==> config.mk <==
export PLATFORM = sky130hd
export DESIGN_NAME = buffer_status_regs
export DESIGN_NICKNAME = d
export VERILOG_FILES = /design/src/verilog/pkt_buf_pkg.sv /design/src/verilog/buffer_status_regs.sv
export SDC_FILE = /design/constraint.sdc
export NUM_CORES = 1
export LEC_CHECK = 0
export ABC_AREA = 1
export BUFFER_PORTS_ARGS = -buffer_cell sky130_fd_sc_hd__buf_2
export CORE_AREA = 2 2 200 202
export DETAILED_ROUTE_END_ITERATION = 10
export DIE_AREA = 0 0 202 204
export PLACE_DENSITY_LB_ADDON = 0.12
export SYNTH_ARGS = -nofsm -noshare
export SYNTH_HDL_FRONTEND = slang
export SYNTH_SLANG_ARGS = --single-unit
==> constraint.sdc <==
create_clock -name clk -period 2.3 [get_ports clk]
set_input_delay 0.575 -clock clk [delete_from_list [all_inputs] [get_ports clk]]
set_output_delay 0.575 -clock clk [all_outputs]
set_load 0.05 [all_outputs]
==> src/verilog/pkt_buf_pkg.sv <==
package pkt_buf_pkg;

    // pool geometry
    localparam int num_pages  = 64;
    localparam int page_aw    = 6;
    localparam int page_words = 8;
    localparam int word_aw    = 3;
    localparam int word_w     = 16;
    localparam int page_bits  = page_words * word_w;

    // hamming code over one page
    localparam int code_w     = 8;
    localparam int cw_len     = page_bits + code_w;

    localparam int num_ports  = 16;
    localparam int port_w     = 4;
    localparam int cnt_w      = 9;

    // header word fields
    localparam int hdr_port_lsb = 0;
    localparam int hdr_len_lsb  = 4;
    localparam int hdr_len_w    = 6;

    typedef enum logic [1:0] {
        idle,
        first,
        rest
    } wr_state_e;

    // standby is the idle state of the reader
    typedef enum logic [2:0] {
        standby,
        fetch,
        correct,
        stream,
        recycle
    } rd_state_e;

endpackage

==> src/verilog/buffer_status_regs.sv <==
`timescale 1ns/1ps

module buffer_status_regs (
    input  logic                              clk,
    input  logic                              rst_n,
    input  logic                              pkt_stored,
    input  logic [pkt_buf_pkg::port_w-1:0]    store_port,
    input  logic                              pkt_read,
    input  logic [pkt_buf_pkg::port_w-1:0]    read_port,
    input  logic                              ecc_corrected,
    input  logic [pkt_buf_pkg::port_w-1:0]    check_port,
    output logic [pkt_buf_pkg::cnt_w-1:0]     check_amount,
    output logic [7:0]                        corr_count,
    input  logic                              inj_arm,
    input  logic [6:0]                        inj_bit,
    output logic [pkt_buf_pkg::page_bits-1:0] inj_mask,
    input  logic                              inj_used
);
    import pkt_buf_pkg::*;

    logic [cnt_w-1:0] amount [num_ports];

    assign check_amount = amount[check_port];

    always_ff @(posedge clk) begin
        if (!rst_n) begin
            for (int p = 0; p < num_ports; p++) begin
                amount[p] <= '0;
            end
            corr_count <= '0;
            inj_mask   <= '0;
        end else begin
            // store and read of one port in one cycle cancel out
            for (int p = 0; p < num_ports; p++) begin
                amount[p] <= amount[p]
                             + cnt_w'(pkt_stored && store_port == port_w'(p))
                             - cnt_w'(pkt_read && read_port == port_w'(p));
            end
            if (ecc_corrected && corr_count != 8'hff) begin
                corr_count <= corr_count + 1'b1;
            end
            if (inj_arm) begin
                inj_mask <= page_bits'(1) << inj_bit;
            end else if (inj_used) begin
                inj_mask <= '0;
            end
        end
    end

endmodule

* Word-level counts from Yosys, hierarchy flattened
Memories as Yosys holds them, arrays and structs flattened.
Index checks and enable logic that the tools add are counted.
W data, S select, Z words.
** Word-level totals
- Bits in registers :: 136
- Input port bits :: 26
- Bits in writable memories :: 144
- Word-level logic and storage cells :: 140
- Output and inout bits :: 145
- Memories kept :: 1
** Operators by class
- Reduce and logical (&&, ||, !) cells :: 36
- Add/subtract/negate cells :: 33
- Shifts and indexed selects :: 1
- Bitwise logic cells :: 16
- Muxes and demuxes :: 20
- Equality and inequality tests :: 31
** Memories
- amount :: depth 16, width 9, rd ports 17, clocked after Yosys merged registers in 0, write ports 16, RTL line buffer_status_regs.sv:21 : logic [cnt_w-1:0] amount [num_ports];
** Operators with widths (number)
- $mux W128 :: 2
- $add A9 B1 Y9 :: 16
- $mux W9 :: 16
- $sub A9 B1 Y9 :: 16
- $shl A1 B7 Y128 const A :: 1
- $eq A4 B4 Y1 const B :: 16
- $logic_and A1 B1 Y1 :: 33
- $eq A4 B3 Y1 const B :: 8
- $eq A4 B2 Y1 const B :: 4
- $or A1 B1 Y1 :: 16
- $add A8 B1 Y8 const B :: 1
- $eq A4 B1 Y1 const B :: 2
- $logic_not A4 Y1 :: 2
- $ne A8 B8 Y1 const B :: 1
- $mux W1 :: 2
- $reduce_bool A2 Y1 :: 1

* Depth between registers and ports, before layout
- Depth after elaboration :: 5
- Depth in mapped cells :: 17
- Gate-level depth less buffers :: 17

* Worst setup path before layout
Ideal clock, no wire load.
- Kind :: input -> register
- Start point :: input port read_port[0] (netlist bit)
- End point :: memory amount[6][8]
- Stages :: 15
- Data required time :: 2.185 ns
- Data arrival time :: 2.382 ns
- Library setup time :: 0.115 ns
- Buffers on the path :: 1
- Setup slack :: -0.197 ns
- Cell sequence :: clkbuf_1 nor2_1 nand2_1 nor2_1 ha_1 inv_1 ha_1 inv_1 fa_1 inv_1 nand2_1 nand2_1 nand3_1 a21oi_1 nor2_1
** RTL lines
- from (decl) :: RTL line buffer_status_regs.sv:9 : input logic [pkt_buf_pkg::port_w-1:0] read_port,
- to (decl) :: RTL line buffer_status_regs.sv:21

* Final worst setup path
- Start point :: input port check_port[1] (netlist bit)
- End point :: output port check_amount[0] (netlist bit)
** On the way
- Word-level cells in the longest chain between the ends :: 1
** Ends and longest elaborated chain
- from (decl) :: RTL line buffer_status_regs.sv:11 : input logic [pkt_buf_pkg::port_w-1:0] check_port,
- $mem_v2 Z16 W9
- to (decl) :: RTL line buffer_status_regs.sv:12 : output logic [pkt_buf_pkg::cnt_w-1:0] check_amount,
No other way between the ends.

==> qor.yml <==
crit_type: "input pin to output port"
ir_worst_vdd_mv: 0.606
skew_ns: 0.0192
drv_cap: 0
final_common_cell: "nand2_1"
antenna_found_initial: 3
power.leakage_nw: 10.2
pwr-share-seq_pct: 29.2
ys_types: 26
num_vias: 16989
synth-xor-area-share_pct: 0.959
clkTransAtPathRegs_ns: 0.06
dp.final_hpwl_mm: 36.4
drt_drc_violations_left: 0
final_util_pct: 52.5
std_cell_rows: 73
routed_via_density: 5.05
hold_viol: 0
ant_nets: 0
drt_iter0_drc: 945
fin_cells: 3364
die_w_um: 202
power_frac_comb_pct: 44.1
dr.pass1.iters: 6
yosys_warnings: 0
report.final.setup_viol: 3
synthCells: 2651
synth_top_family_by_area: "simple AND/OR/NAND/NOR gates"
ios: 171
min_period_ns: 2.33
finalNetCount: 3001
area_growth_pct: 18.6
clock-sinks: 280
status: "finished with violations"
dieArea_um2: 41200
cts-htree-levels: 2
grt_pass1_wl_mm: 79.6
min_from: "inj_bit[6]"
clockRootBuffer: "clkbuf_16"
p_sw_share_pct: 40.7
setup_ws_ns: -0.0312
cts_tree: "built"
fmax_mhz: 429
synth_adder_area_share_pct: 12.3
slew_viol_final: 0
start_util_pct: 44.3
path_max_fanout: 28
avgSynthCellArea_um2: 6.55
stdcell_area_um2: 20600
clockBufferDepth: 3
grt.overflow.total: 0
io_buffers: 170
seq_area_frac_synth_pct: 32.3
synth_simple_gate_area_share_pct: 32.2
clk_latency_ns: 0.56
wl_mm: 49.7
syn_area_um2: 17400
ys_ff_latch: 280
post_route_cells_drive_above_1_share_pct: 14.5
placed_area_um2: 19200
violations: "setup timing"
power.density_nw_per_um2: 1010
wl_per_cell_um: 14.8
p_clk_share_pct: 26.7
synth_edf_count: 0
die_h_um: 204
grt_use_total_pct: 23.7
rsz0062_at_grt: "yes"
crit_path_end_kind: "output port"
critPathLaunch: "check_port[1]"
worstMarginPinSlew_ns: 0.618
async_flop_share_pct: 0
globalplace.congestion: 0.892
dp_cells: 3299
cts_made_buffers: 35
r2r_start: "amount[7][0]"
ys_dominant_reg_cell: "dfxtp_1"
syn-num-nets: 2838
switchingPower_mw: 8.49
cp.required_ns: 1.73
fp.coreArea_um2: 39200
fin_crit_sh_pct: 101
power.internal_mw: 12.4
cp-start-kind: "input pin"
layout_common_cells: "nand2_1 (706), inv_1 (399), a21oi_1 (273)"
grt_start_max_net_pins: 129
synth_compound_area_share_pct: 10.2
hp-class: "input pin to flop"
hold_buffers: 0
power_mw: 20.9
max-slew-margin-rel_pct: 58.7
synthMuxAreaShare_pct: 0
hold_slack_ns: 0.372
critical_path_arrival_ns: 1.76
grt_pass1_vias: 15631
## final timing paths
| path | end | slack, ns | cells after the start |
|---|---|---|---|
| max | check_amount[0] | -0.03 | 9 |
| min | inj_mask[28] | 0.37 | 4 |
| max reg2reg | amount[7][8] | 0.29 | 13 |
| min reg2reg | inj_mask[119] | 0.46 | 2 |
## cell families (layout without fill, tap and decap cells)
group / count (synthesis) / count (layout)
AOI/OAI and AO/OA: 340 / 340
other: 0 / 1
buffers and inverters: 529 / 716
and+or+nand+nor: 1322 / 1322
adders and majority gates: 161 / 161
xor gates and xnor gates: 19 / 19
DFF: 280 / 280
## timing repair
action | 4_1_cts | 5_1_grt
pin swaps | 8 | 6
endpoints found under the hold margin | 0 | 0
endpoints found under the setup margin | 9 | 16
resized for setup | 36 | 29
buffers inserted | 1 | 0
cloned | 2 | 0
## worst max-delay path, stage by stage
cell,delay (ns)
buf_2,0.11
clkinv_1,0.06
buf_12,0.19
buf_4,0.15
nand3_1,0.08
nand3_1,0.10
nand3_1,0.15
nand2_2,0.15
buf_8,0.15
## layout make-up
| type | instances | area, um2 |
|---|---|---|
| fillers | 3930 | 18600 |
| diodes | 1 | 2.50 |
| flip-flops and latches | 280 | 5620 |
| clock inverters | 12 | 154 |
| repair buffers | 233 | 1650 |
| inverters | 422 | 1590 |
| clock buffers | 49 | 998 |
| multi-input cells | 1842 | 9910 |
| well taps | 525 | 657 |
## through the flow
step                TNS [ns]  worst slack, ns
floorplan             -0.259          -0.0248
global placement      -12.22           -0.356
detailed placement    -14.94           -0.409
CTS                  -0.0415          -0.0275
global route          -0.286          -0.0514
finish               -0.0356          -0.0312
## per-layer routing
layer	wire [um]	global-route usage [%]	vias up
li1	-	-	8778
met1	22500	30.8	7753
met2	23200	40.3	371
met3	2410	2.98	83
met4	1600	8.85	4
met5	22	0	-
## sequential cells by signal, indices dropped and copies added (netlist names)
register    flops
amount        144
inj_mask      128
corr_count      8
## synth_stat cells, drive strengths merged (3+ instances only)
cell type / instances / share of area [%]
xor2: 18 / 0.91
buf: 82 / 2.3
and2: 6 / 0.22
nand2: 729 / 16
or2: 16 / 0.58
nand4: 89 / 3.2
clkbuf: 25 / 0.54
a21oi: 277 / 8.0
o21ai: 34 / 0.98
o211ai: 29 / 1.3
nand3b: 8 / 0.35
inv: 419 / 9.1
nor3: 4 / 0.12
dfxtp: 280 / 32
nand3: 207 / 6.0
nor2: 262 / 6.0
clkinv: 3 / 0.065
fa: 16 / 1.8
ha: 145 / 10
## power by group through the flow
stage	Sequential [mW]	Clock (mW)	Combinational [mW]
4_1_cts	6.10	5.69	9.19
2_1_floorplan	6.07	0	7.32
3_5_place_dp	6.20	0	9.04
6_report	6.10	5.56	9.20
5_1_grt	6.19	5.87	10.7
3_3_place_gp	6.20	0	8.81
(Power assumes the default switching activity.)
