File: config.mk
export PLATFORM = sky130hd
export DESIGN_NAME = free_page_list_flat
export DESIGN_NICKNAME = d
export VERILOG_FILES = /design/src/verilog/pkt_buf_pkg.sv /design/src/verilog/free_page_if.sv /design/src/verilog/free_page_list.sv /design/src/flat_wrapper.sv
export SDC_FILE = /design/constraint.sdc
export NUM_CORES = 1
export LEC_CHECK = 0
export BUFFER_PORTS_ARGS = -buffer_cell sky130_fd_sc_hd__buf_4
export CAP_MARGIN = 20
export CORE_ASPECT_RATIO = 1.1
export CORE_MARGIN = 2
export CORE_UTILIZATION = 56
export CTS_CLUSTER_SIZE = 24
export DETAILED_ROUTE_END_ITERATION = 10
export GPL_TIMING_DRIVEN = 0
export HOLD_SLACK_MARGIN = 0.08
export PLACE_DENSITY_LB_ADDON = 0.25
export SLEW_MARGIN = 30
export SYNTH_ARGS = -nofsm -noshare
export SYNTH_HDL_FRONTEND = slang
export SYNTH_SLANG_ARGS = --single-unit
File: constraint.sdc
create_clock -name clk -period 3.1 [get_ports clk]
set_input_delay 0.775 -clock clk [delete_from_list [all_inputs] [get_ports clk]]
set_output_delay 0.775 -clock clk [all_outputs]
set_load 0.01 [all_outputs]
File: src/verilog/pkt_buf_pkg.sv
package pkt_buf_pkg;

    // pool geometry
    localparam int num_pages  = 64;
    localparam int page_aw    = 6;
    localparam int page_words = 8;
    localparam int word_aw    = 3;
    localparam int word_w     = 16;
    localparam int page_bits  = page_words * word_w;

    // hamming code over one page
    localparam int code_w     = 8;
    localparam int cw_len     = page_bits + code_w;

    localparam int num_ports  = 16;
    localparam int port_w     = 4;
    localparam int cnt_w      = 9;

    // header word fields
    localparam int hdr_port_lsb = 0;
    localparam int hdr_len_lsb  = 4;
    localparam int hdr_len_w    = 6;

    typedef enum logic [1:0] {
        idle,
        first,
        rest
    } wr_state_e;

    // standby is the idle state of the reader
    typedef enum logic [2:0] {
        standby,
        fetch,
        correct,
        stream,
        recycle
    } rd_state_e;

endpackage

File: src/verilog/free_page_if.sv
`timescale 1ns/1ps

interface free_page_if;
    import pkt_buf_pkg::*;

    logic               alloc_req;
    logic [page_aw-1:0] alloc_page;
    logic               empty;
    logic               release_req;
    logic [page_aw-1:0] release_page;

    modport owner (input alloc_req, release_req, release_page,
                   output alloc_page, empty);
    modport user  (output alloc_req, release_req, release_page,
                   input alloc_page, empty);

endinterface

File: src/verilog/free_page_list.sv
`timescale 1ns/1ps

module free_page_list (
    input  logic                          clk,
    input  logic                          rst_n,
    free_page_if.owner                    fp,
    output logic [pkt_buf_pkg::page_aw:0] free_count
);
    import pkt_buf_pkg::*;

    logic [page_aw-1:0] ring [num_pages];
    logic [page_aw-1:0] head;
    logic [page_aw-1:0] tail;
    logic               filling;
    logic               push;
    logic               pop;

    // during fill the tail index doubles as the page number
    assign push = filling || fp.release_req;
    assign pop  = fp.alloc_req && !fp.empty;

    assign fp.alloc_page = ring[head];
    assign fp.empty      = filling || (free_count == '0);

    always_ff @(posedge clk) begin
        if (push) begin
            ring[tail] <= filling ? tail : fp.release_page;
        end
    end

    always_ff @(posedge clk) begin
        if (!rst_n) begin
            head       <= '0;
            tail       <= '0;
            filling    <= 1'b1;
            free_count <= '0;
        end else begin
            if (push) begin
                tail <= tail + 1'b1;
            end
            if (pop) begin
                head <= head + 1'b1;
            end
            if (filling && free_count == (page_aw + 1)'(num_pages - 1)) begin
                filling <= 1'b0;
            end
            free_count <= free_count + push - pop;
        end
    end

    a_no_alloc_when_empty: assert property (
        @(posedge clk) disable iff (!rst_n) fp.alloc_req |-> !fp.empty);

endmodule

File: src/flat_wrapper.sv
// flat-port wrapper written by rule: the top's interface ports become plain ports
module free_page_list_flat import pkt_buf_pkg::*;
  (clk, rst_n, free_count, fp_alloc_req, fp_release_req, fp_release_page, fp_alloc_page, fp_empty);
  free_page_if fp_i ();
  input  logic clk;
  input  logic rst_n;
  output logic [pkt_buf_pkg::page_aw:0] free_count;
  input wire logic [$bits(fp_i.alloc_req)-1:0] fp_alloc_req;
  input wire logic [$bits(fp_i.release_req)-1:0] fp_release_req;
  input wire logic [$bits(fp_i.release_page)-1:0] fp_release_page;
  output wire logic [$bits(fp_i.alloc_page)-1:0] fp_alloc_page;
  output wire logic [$bits(fp_i.empty)-1:0] fp_empty;
  assign fp_i.alloc_req = fp_alloc_req;
  assign fp_i.release_req = fp_release_req;
  assign fp_i.release_page = fp_release_page;
  assign fp_alloc_page = fp_i.alloc_page;
  assign fp_empty = fp_i.empty;
  free_page_list u_core (.clk(clk), .rst_n(rst_n), .fp(fp_i), .free_count(free_count));
endmodule
After elaboration in Yosys (flattened, before gate mapping):

Memory sizes are Yosys's and may differ from the RTL's. A register that Yosys moved wholly into a read port is not among the register bits.
Cells that the tools add are included.

* equal/unequal tests: 1
* reduce and logical (&&, ||, !) cells: 6
* muxes and demuxes: 5
* add/subtract/negate cells: 4

Operators with widths (number)
* two-way mux 6 bit: 3
* adder 6 x 1 -> 6 bit (second input constant): 2
* adder 7 x 1 -> 7 bit: 1
* equality test 7 x 6 -> 1 bit (second input constant): 1
* zero test 7 bit: 1
* subtractor 7 x 1 -> 7 bit: 1
* logical AND 1 bit: 2
* logical OR 1 bit: 2
* two-way mux 1 bit: 2
* zero test 1 bit: 1

* output and inout bits: 14
* memory bits (writable): 384
* memories kept: 1
* register bits: 20
* logic and storage cells: 21

Memory list
* u_core.ring: depth 64, bits a word 6, rd ports 1, clocked after memory_dff 1, write ports 1, line free_page_list.sv:11 `logic [page_aw-1:0] ring [num_pages];`

Longest topological paths before layout:

* depth after elaboration: 6
* mapped depth: 17

Worst setup path after synthesis:

No wires, ideal clock.

* path type: register -> register
* from: register u_core.free_count[2] in the netlist's numbering
* to: register u_core.free_count[6] in the netlist's numbering
* arrival: 2981 ps
* setup time: 116 ps
* data required time: 2984 ps
* setup slack: 3 ps
* cell stages (with the launch flop): 18
* path through: dfxtp_1 > inv_1 > ha_1 > nor4b_1 > a21oi_1 > and2_1 > clkbuf_1 > ha_1 > inv_1 > ha_1 > inv_1 > fa_1 > nand2b_1 > a21oi_1 > o21ai_1 > a21oi_1 > o21ai_0 > and3_1

* cells in the longest elaborated chain, start to end: 5
* elaborated cells between the ends (all ways): 6

Ends and longest elaborated chain
* start, declared: line free_page_list.sv:7 `output logic [pkt_buf_pkg::page_aw:0] free_count`
* start signal, assigned: line free_page_list.sv:47 `free_count <= free_count + push - pop;`
* parallel branches: the longest is 4 deep, another holds adder 7 x 1 -> 7 bit
* subtractor 7 x 1 -> 7 bit *: line free_page_list.sv:47

Every way passes the cells marked *.
A chain may end at the register's enable or synchronous reset.

==> impl_metrics.json <==
{
  "status": "finished, violations left",
  "violations": "setup timing",
  "clockRootBuffer": "clkbuf_16",
  "leakagePower_nw": 6.01,
  "synth_area_leaders": "edfxtp_1 71%, mux4_2 13%, dfxtp_1 3.2%",
  "vias": 8628,
  "register_area_mm2": 0.0121,
  "ant_nets": 0,
  "coreArea_mm2": 0.0287,
  "clock_path_buffers": 3,
  "n_antenna_cell": 0,
  "timing.critical_path.fanout_max": 8,
  "ioPinCount": 24,
  "worstSetupPathType": "flop to primary output",
  "grt_max_degree": 65,
  "worst_ir_drop_vdd_mv": 0.412,
  "critical_path.most_common_cell": "buf_12",
  "worst_setup_path_end_kind": "primary output",
  "layout_common_cells": "384 x edfxtp_1, 94 x mux4_2, 78 x nor2_1",
  "path_clk_slew_ns": 0.06,
  "cpMaxStageDelayCell": "mux4_2",
  "grt_pass1_vias": 8786,
  "portBuffers": 23,
  "synth_top_area_frac": 0.706,
  "synth_top_family_by_area": "multiplexers",
  "overflow": 0,
  "synth_fp_nets": 894,
  "whs_path_depth": 2,
  "ys_seq_area_frac": 0.737,
  "reg2regPathDepth": 16,
  "worst_pin_slew_ns": 0.993,
  "routedWlPerCell_um": 28.7,
  "synth_compound_area_frac": 0.0292,
  "synth_top_flop_cell": "edfxtp_1",
  "vias_per_cell": 6.43,
  "rsz0062_at_grt": "true",
  "dr.pass1.iters": 5,
  "power_density_mw_per_mm2": 596,
  "fin_crit_sh": 1.12,
  "die_y_um": 183,
  "num_rows": 65,
  "synthArstFlopShare": 0,
  "start_util": 0.569,
  "place_hpwl_um": 23900,
  "globalplace.congestion": 0.885,
  "path_cells": "buf_12, buf_12, buf_12, buf_12, mux4_2, mux2i_2, a21oi_2, a22o_1, buf_6",
  "die_x_um": 167,
  "synth_cell_types": 51,
  "synth-seq-cells": 410,
  "synthToLayoutAreaGrowth_pct": 15.9,
  "antenna_found_initial": 0,
  "worst_slack_ns": -0.359,
  "hold_viol_final": 0,
  "htreeDepth": 2,
  "skew_ns": 0.0106,
  "synthAdderAreaFrac": 0.0112,
  "synth_edf_count": 384,
  "synth_top_area_cell": "edfxtp_1",
  "worstSkewPairLatency_ns": 0.53,
  "arrival_ns": 2.68,
  "finalSetupViolCount": 6,
  "syn_inst": 870,
  "synth-simple-area-share": 0.0550,
  "critPathRequiredTime_ns": 2.32,
  "fillers": 1858,
  "hold_ws_ns": 0.544,
  "avgSynthCellArea_um2": 18.8,
  "routed_wl_um": 38500,
  "layout-drive-gt1-share": 0.290,
  "cap_violations": 0,
  "ys_warn_count": 0,
  "slowest_delay_ns": 0.50,
  "cts.sinks": 410,
  "drt_iter0_drc": 1161,
  "dieArea_mm2": 0.0306,
  "min_period_ns": 3.46,
  "multiInputGateArea_mm2": 0.00430,
  "cts_tree": "yes",
  "slew_viol_final": 0,
  "grt_pass1_wl_um": 56800,
  "slew_headroom": 0.333,
  "final_nets": 972,
  "final_common_cell": "edfxtp_1",
  "synth_xor_area_frac": 0.00590,
  "route.detailed.drc": 0,
  "fmax_ghz": 0.289,
  "muxShareOfSynthArea": 0.142,
  "track_usage": 0.257,
  "cts_buffers": 38,
  "hold_path.class": "input pin to flop",
  "tns_ns": -1.84,
  "crit_path_start_kind": "flop",
  "syn-cell-area_mm2": 0.0163
}
## area by class of cell
class | count | area share
sequential | 410 | 0.637
buffer | 47 | 0.0244
clock inverter | 22 | 0.0110
timing repair buffer | 40 | 0.0214
multi-input combinational | 397 | 0.227
clock buffer | 44 | 0.0525
tap | 368 | 0.0243
inverter | 14 | 0.00277
## kinds of logic after synthesis
kind of cell / count (synthesis)
flip-flops: 410
AND/OR/NAND/NOR: 188
multiplexers: 113
AO/OA/AOI/OAI: 71
buffers and inverters: 63
adder cells (fa/ha/maj): 14
XOR/XNOR: 11
## critical path, delay by kind of cell, from the launching register on
kind	cells	cell delay [ns]
flops	1	0.36
buf+inv	5	0.68
compound gates	2	0.36
mux	2	0.76
## cell usage after synthesis (9+ instances only)
master	count
nor2b_1	12
edfxtp_1	384
nand2_1	28
o22ai_1	18
nand2b_1	9
inv_1	14
nor2_1	79
dfxtp_1	26
a21oi_1	9
and2_1	13
ha_1	13
nand3_1	13
mux4_2	94
clkbuf_1	21
mux2i_1	11
## path summary, 6_finish.rpt
kind | from | slack, ns | endpoint
max | flop | -0.36 | fp_alloc_page[4]
min | rst_n | 0.54 | u_core.tail[0]$_SDFFE_PN0N_
max reg2reg | u_core.free_count[2]$_SDFF_PN0_ | 0.21 | u_core.free_count[6]$_SDFF_PN0_
min reg2reg | u_core.tail[0]$_SDFFE_PN0N_ | 0.55 | u_core.tail[0]$_SDFFE_PN0N_
## registers in the layout, summed over array words and instances, names as in the netlist, named ones only
register and cells:
u_core.filling 1, u_core.free_count 7, u_core.head 6, u_core.ring 384
u_core.tail 6
## power breakdown
group          switching (mW)  internal, mW  total [mW]
combinational           0.326         0.231       0.556
sequential             0.0527          6.10        6.15
clock                    1.96          2.63        4.59
total                    2.34          8.96        11.3
## per-stage QoR
step	utilization	instance area, µm²	power, mW	setup WS (ns)	instances
global route	0.660	18900	11.6	-0.385	1342
CTS	0.656	18800	11.3	-0.344	1338
floorplan	-	16300	6.57	0.00321	870
detailed placement	0.592	17000	6.79	-0.369	1261
finish	0.660	18900	11.3	-0.359	1342
global placement	0.591	17000	6.77	-0.361	1261
## routing by layer
metal,GRT usage,share of wire,up-vias
li1,-,-,3633
met1,0.348,0.39,4467
met2,0.417,0.49,453
met3,0.0606,0.089,75
met4,0.0866,0.035,0
met5,0,0,-
## what timing repair did
action,in CTS,in global routing
setup endpoints to repair,9,7
hold buffers,0,0
setup buffers,10,5
cloned,3,0
resized for setup,112,24
pin swaps,9,9
Power figures use the tool's default switching activity.
